<file path="src/core_config.svh">
`ifndef CORE_CONFIG_SVH
`define CORE_CONFIG_SVH

// Integer register and data path width
`define XLEN 64

// Architectural registers x0 to x31
`define REG_COUNT 32

// First fetch address after reset
`define RESET_PC 64'h0000_0000_0000_0000

`endif

</file>
<file path="src/rvIsaPkg.sv">
`default_nettype none

package rvIsaPkg;

    // Major opcodes of the supported RV64I subset
    typedef enum logic [6:0] {
        opLoad   = 7'b0000011, // lb lh lw lbu lhu
        opStore  = 7'b0100011, // sb sh sw
        opBranch = 7'b1100011, // beq through bgeu
        opJalr   = 7'b1100111,
        opJal    = 7'b1101111,
        opImm    = 7'b0010011, // addi and friends
        opReg    = 7'b0110011, // Register to register ops
        opLui    = 7'b0110111,
        opAuipc  = 7'b0010111
    } opcodeE;

    // funct3 of loads and stores
    typedef enum logic [2:0] {
        fByte  = 3'b000,
        fHalf  = 3'b001,
        fWord  = 3'b010,
        fByteU = 3'b100, // Loads only
        fHalfU = 3'b101  // Loads only
    } ldStFunct3E;

    // funct3 of the conditional branches
    typedef enum logic [2:0] {
        fBeq  = 3'b000,
        fBne  = 3'b001,
        fBlt  = 3'b100,
        fBge  = 3'b101,
        fBltu = 3'b110,
        fBgeu = 3'b111
    } branchFunct3E;

endpackage

`default_nettype wire

</file>
<file path="src/immGen.sv">
`timescale 1ns/1ns
`default_nettype none
`include "core_config.svh"

module immGen
    import rvIsaPkg::*;
(
    input  logic [31:0]       instr,
    output logic [`XLEN-1:0]  imm
);

    logic sgn; // Every format takes its sign from bit 31

    assign sgn = instr[31];

    always_comb begin
        unique case (opcodeE'(instr[6:0]))
            // I format
            opLoad, opImm, opJalr: begin
                imm = {{(`XLEN-12){sgn}}, instr[31:20]};
            end
            // S format splits the immediate around rd
            opStore: begin
                imm = {{(`XLEN-12){sgn}}, instr[31:25], instr[11:7]};
            end
            // B format in units of two bytes
            opBranch: begin
                imm = {{(`XLEN-13){sgn}}, instr[31], instr[7], instr[30:25],
                       instr[11:8], 1'b0};
            end
            opLui, opAuipc: begin
                imm = {{(`XLEN-32){sgn}}, instr[31:12], 12'b0}; // Upper 20 bits
            end
            // J format
            opJal: begin
                imm = {{(`XLEN-21){sgn}}, instr[31], instr[19:12], instr[20],
                       instr[30:21], 1'b0};
            end
            default: begin
                imm = '0; // R-type and unknown opcodes
            end
        endcase
    end

endmodule

`default_nettype wire

</file>
<file path="config.mk">
export PLATFORM = sky130hd
export DESIGN_NAME = immGen
export DESIGN_NICKNAME = d
export VERILOG_FILES = /design/src/rvIsaPkg.sv /design/src/immGen.sv
export VERILOG_INCLUDE_DIRS = /design/src
export SDC_FILE = /design/constraint.sdc
export NUM_CORES = 1
export LEC_CHECK = 0
export BUFFER_PORTS_ARGS = -buffer_cell sky130_fd_sc_hd__buf_2
export CORE_MARGIN = 3
export CORE_UTILIZATION = 35
export DETAILED_ROUTE_END_ITERATION = 12
export PLACE_DENSITY = 0.95
export SYNTH_ARGS = -nofsm -noshare
export SYNTH_HDL_FRONTEND = slang
export SYNTH_SLANG_ARGS = --single-unit
</file>
<file path="constraint.sdc">
create_clock -name vclk -period 4.7
set_clock_uncertainty 0.2 [all_clocks]
set_input_delay 0.94 -clock vclk [all_inputs]
set_output_delay 0.94 -clock vclk [all_outputs]
set_load 0.05 [all_outputs]
</file>
==> impl_metrics.py <==
metrics = {
    "global_route": {
        "antenna_found_initial": 0,
        "grt_max_degree": 34,
        "grt_pass1_vias": 753,
        "grt_overflow_total": 0,
        "grt_use_total": 0.142,
        "grt_pass1_wl_um": 3250,
    },
    "sta": {
        "setup_violations": 0,
        "hold_violations": 0,
        "finalCriticalPeriod_ns": 3.93,
        "relSlewSlack": 0.554,
        "rsz0062_at_grt": "false",
        "tightest_slew_ns": 0.669,
        "clock.fmax_mhz": 255,
        "fin_crit_sh": 0.835,
        "slew_violations": 0,
        "setup_tns_ns": 0,
    },
    "floorplanning": {
        "rows": 16,
        "io_pins": 96,
        "die_w_um": 53.4,
        "die_h_um": 53.4,
        "die_area_sq_mm": 0.00285,
        "core-area_sq_mm": 0.00204,
        "start_util": 0.385,
    },
    "layout": {
        "syn_to_final_growth_pct": 29.4,
        "regArea_sq_um": 0,
        "fillCellCount": 214,
        "seq_cell_count": 0,
        "drive_above_1_share": 0.671,
        "diodes": 0,
        "num-nets-final": 201,
        "final_util": 0.499,
        "clkbuf_count": 0,
    },
    "clock_tree": {
        "cts_resized": 0,
        "cts_setup_buffers": 0,
        "hold_buffers": 0,
    },
    "flow_run": {
        "maxCapViolations": 0,
    },
    "setup_path": {
        "worst_path_max_delay_cell": "o21a_1",
        "worstPathCellList": "buf_2, or3b_4, a21oi_4, o21a_1, buf_2",
        "crit_path_max_incr_delay_ns": 0.61,
        "crit_type": "input port to output port",
        "cp_max_fo": 33,
        "cp.arrival_ns": 2.79,
        "path_common_cell": "buf_2",
        "end_kind": "output port",
        "required_ns": 3.56,
        "crit_path_start": "instr[6]",
        "start_kind": "input port",
    },
    "routing": {
        "first_pass_iters": 4,
        "drt-initial-drc-count": 7,
        "viasPerCell": 4.82,
        "wl_um": 2340,
        "routedWlPerCell_um": 12.1,
        "ant_nets": 0,
        "drc": 0,
        "num_vias": 935,
    },
    "hold_path": {
        "worstHoldStart": "instr[13]",
        "min_path_type": "input port to output port",
    },
    "synthesis": {
        "netlist_instances": 111,
        "ys_seq_area_frac": 0,
        "synth_fa_ha_area_frac": 0,
        "postSynthAreaPerCell_sq_um": 7.09,
        "ys_types": 33,
        "synth_area_leaders": "buf_4 (31%), a21o_2 (8.9%), nand3_1 (8.3%), o21ai_0 (7.6%), a22o_1 (4.5%)",
        "netlist.area_leader.share": 0.315,
        "synth_mux_area_frac": 0.0127,
        "syn_area_sq_um": 787,
        "yosysWarnings": 0,
        "synth_fp_nets": 143,
        "synth_xor_area_frac": 0,
        "synth_simple_gate_area_frac": 0.289,
        "synth_top_family_by_area": "buffers and inverters",
        "synth_top_area_cell": "buf_4",
        "synth_compound_area_frac": 0.324,
    },
    "power_and_ir_drop": {
        "power_leakage_uw": 0.000691,
        "powerDensity_mw_per_mm2": 92.7,
        "ir_worst_vdd_mv": 0.0510,
    },
    "placement": {
        "io_buffers": 96,
        "hpwlAfterDp_um": 1940,
        "globalplace.congestion": 0.721,
    },
    "outcome": {
        "run_status": "complete, no violations",
    },
}
[final timing paths]
path	endpoint	slack, ns	depth (start not counted)
max	imm[55]	0.77	5
min	imm[13]	2.10	3
[critical path: cells and delay by family]
family	cells	cell delay (ns)
AND/OR/NAND/NOR	1	0.42
buffers and inverters	2	0.55
AO/OA/AOI/OAI	2	0.87
[layout by cell type, fill, tap and decap left out, types with 2 or more instances in the layout]
| cell | netlist | routed |
|---|---|---|
| nand3_1 | 13 | 13 |
| nor2b_1 | 4 | 4 |
| nand2_1 | 2 | 2 |
| and2b_1 | 3 | 3 |
| buf_2 | 4 | 96 |
| o21ai_0 | 12 | 12 |
| a21o_2 | 8 | 8 |
| o21a_1 | 2 | 2 |
| a22o_1 | 4 | 4 |
| and3b_2 | 2 | 2 |
[routing by layer]
layer	global-route usage	part of all wire
met5	0	0
met4	0.00851	0
met3	0.0197	0.12
met2	0.247	0.47
met1	0.191	0.41
[per-stage QoR]
stage	hold slack, ns	cells	power (uW)	worst slack (ns)	instance area [sq um]
after global placement	2.09	194	92.9	0.817	1020
after floorplan	1.94	111	75.0	0.551	787
after detailed placement	2.10	194	94.3	0.732	1020
after global routing	2.11	194	99.8	0.591	1020
final	2.10	194	94.4	0.775	1020
after CTS	2.10	194	94.6	0.719	1020
[where the power goes]
part | switching [uW] | internal, uW | total [uW]
registers | 0 | 0 | 0
logic | 67.7 | 26.8 | 94.4
clock network | 0 | 0 | 0
[final cells by class]
cell class | count | area (sq um) | area share
Tap cell | 27 | 33.8 | 0.0332
Multi-Input combinational cell | 69 | 493 | 0.484
Inverter | 1 | 3.75 | 0.00369
Timing Repair Buffer | 97 | 488 | 0.479
[cells by family after synthesis]
logic type,Yosys count
AO/OA/AOI/OAI,33
buffers and inverters,42
multiplexers,1
AND/OR/NAND/NOR,35
[Yosys cell counts (all sizes together) (2+ instances only)]
cell type	instances
and2b	3
nand2	2
buf	38
a22o	4
clkbuf	3
o21ai	12
nor2b	4
nand3	13
a21o	8
and3b	3
o21a	2
No activity file was read; power rests on OpenSTA's default activity.
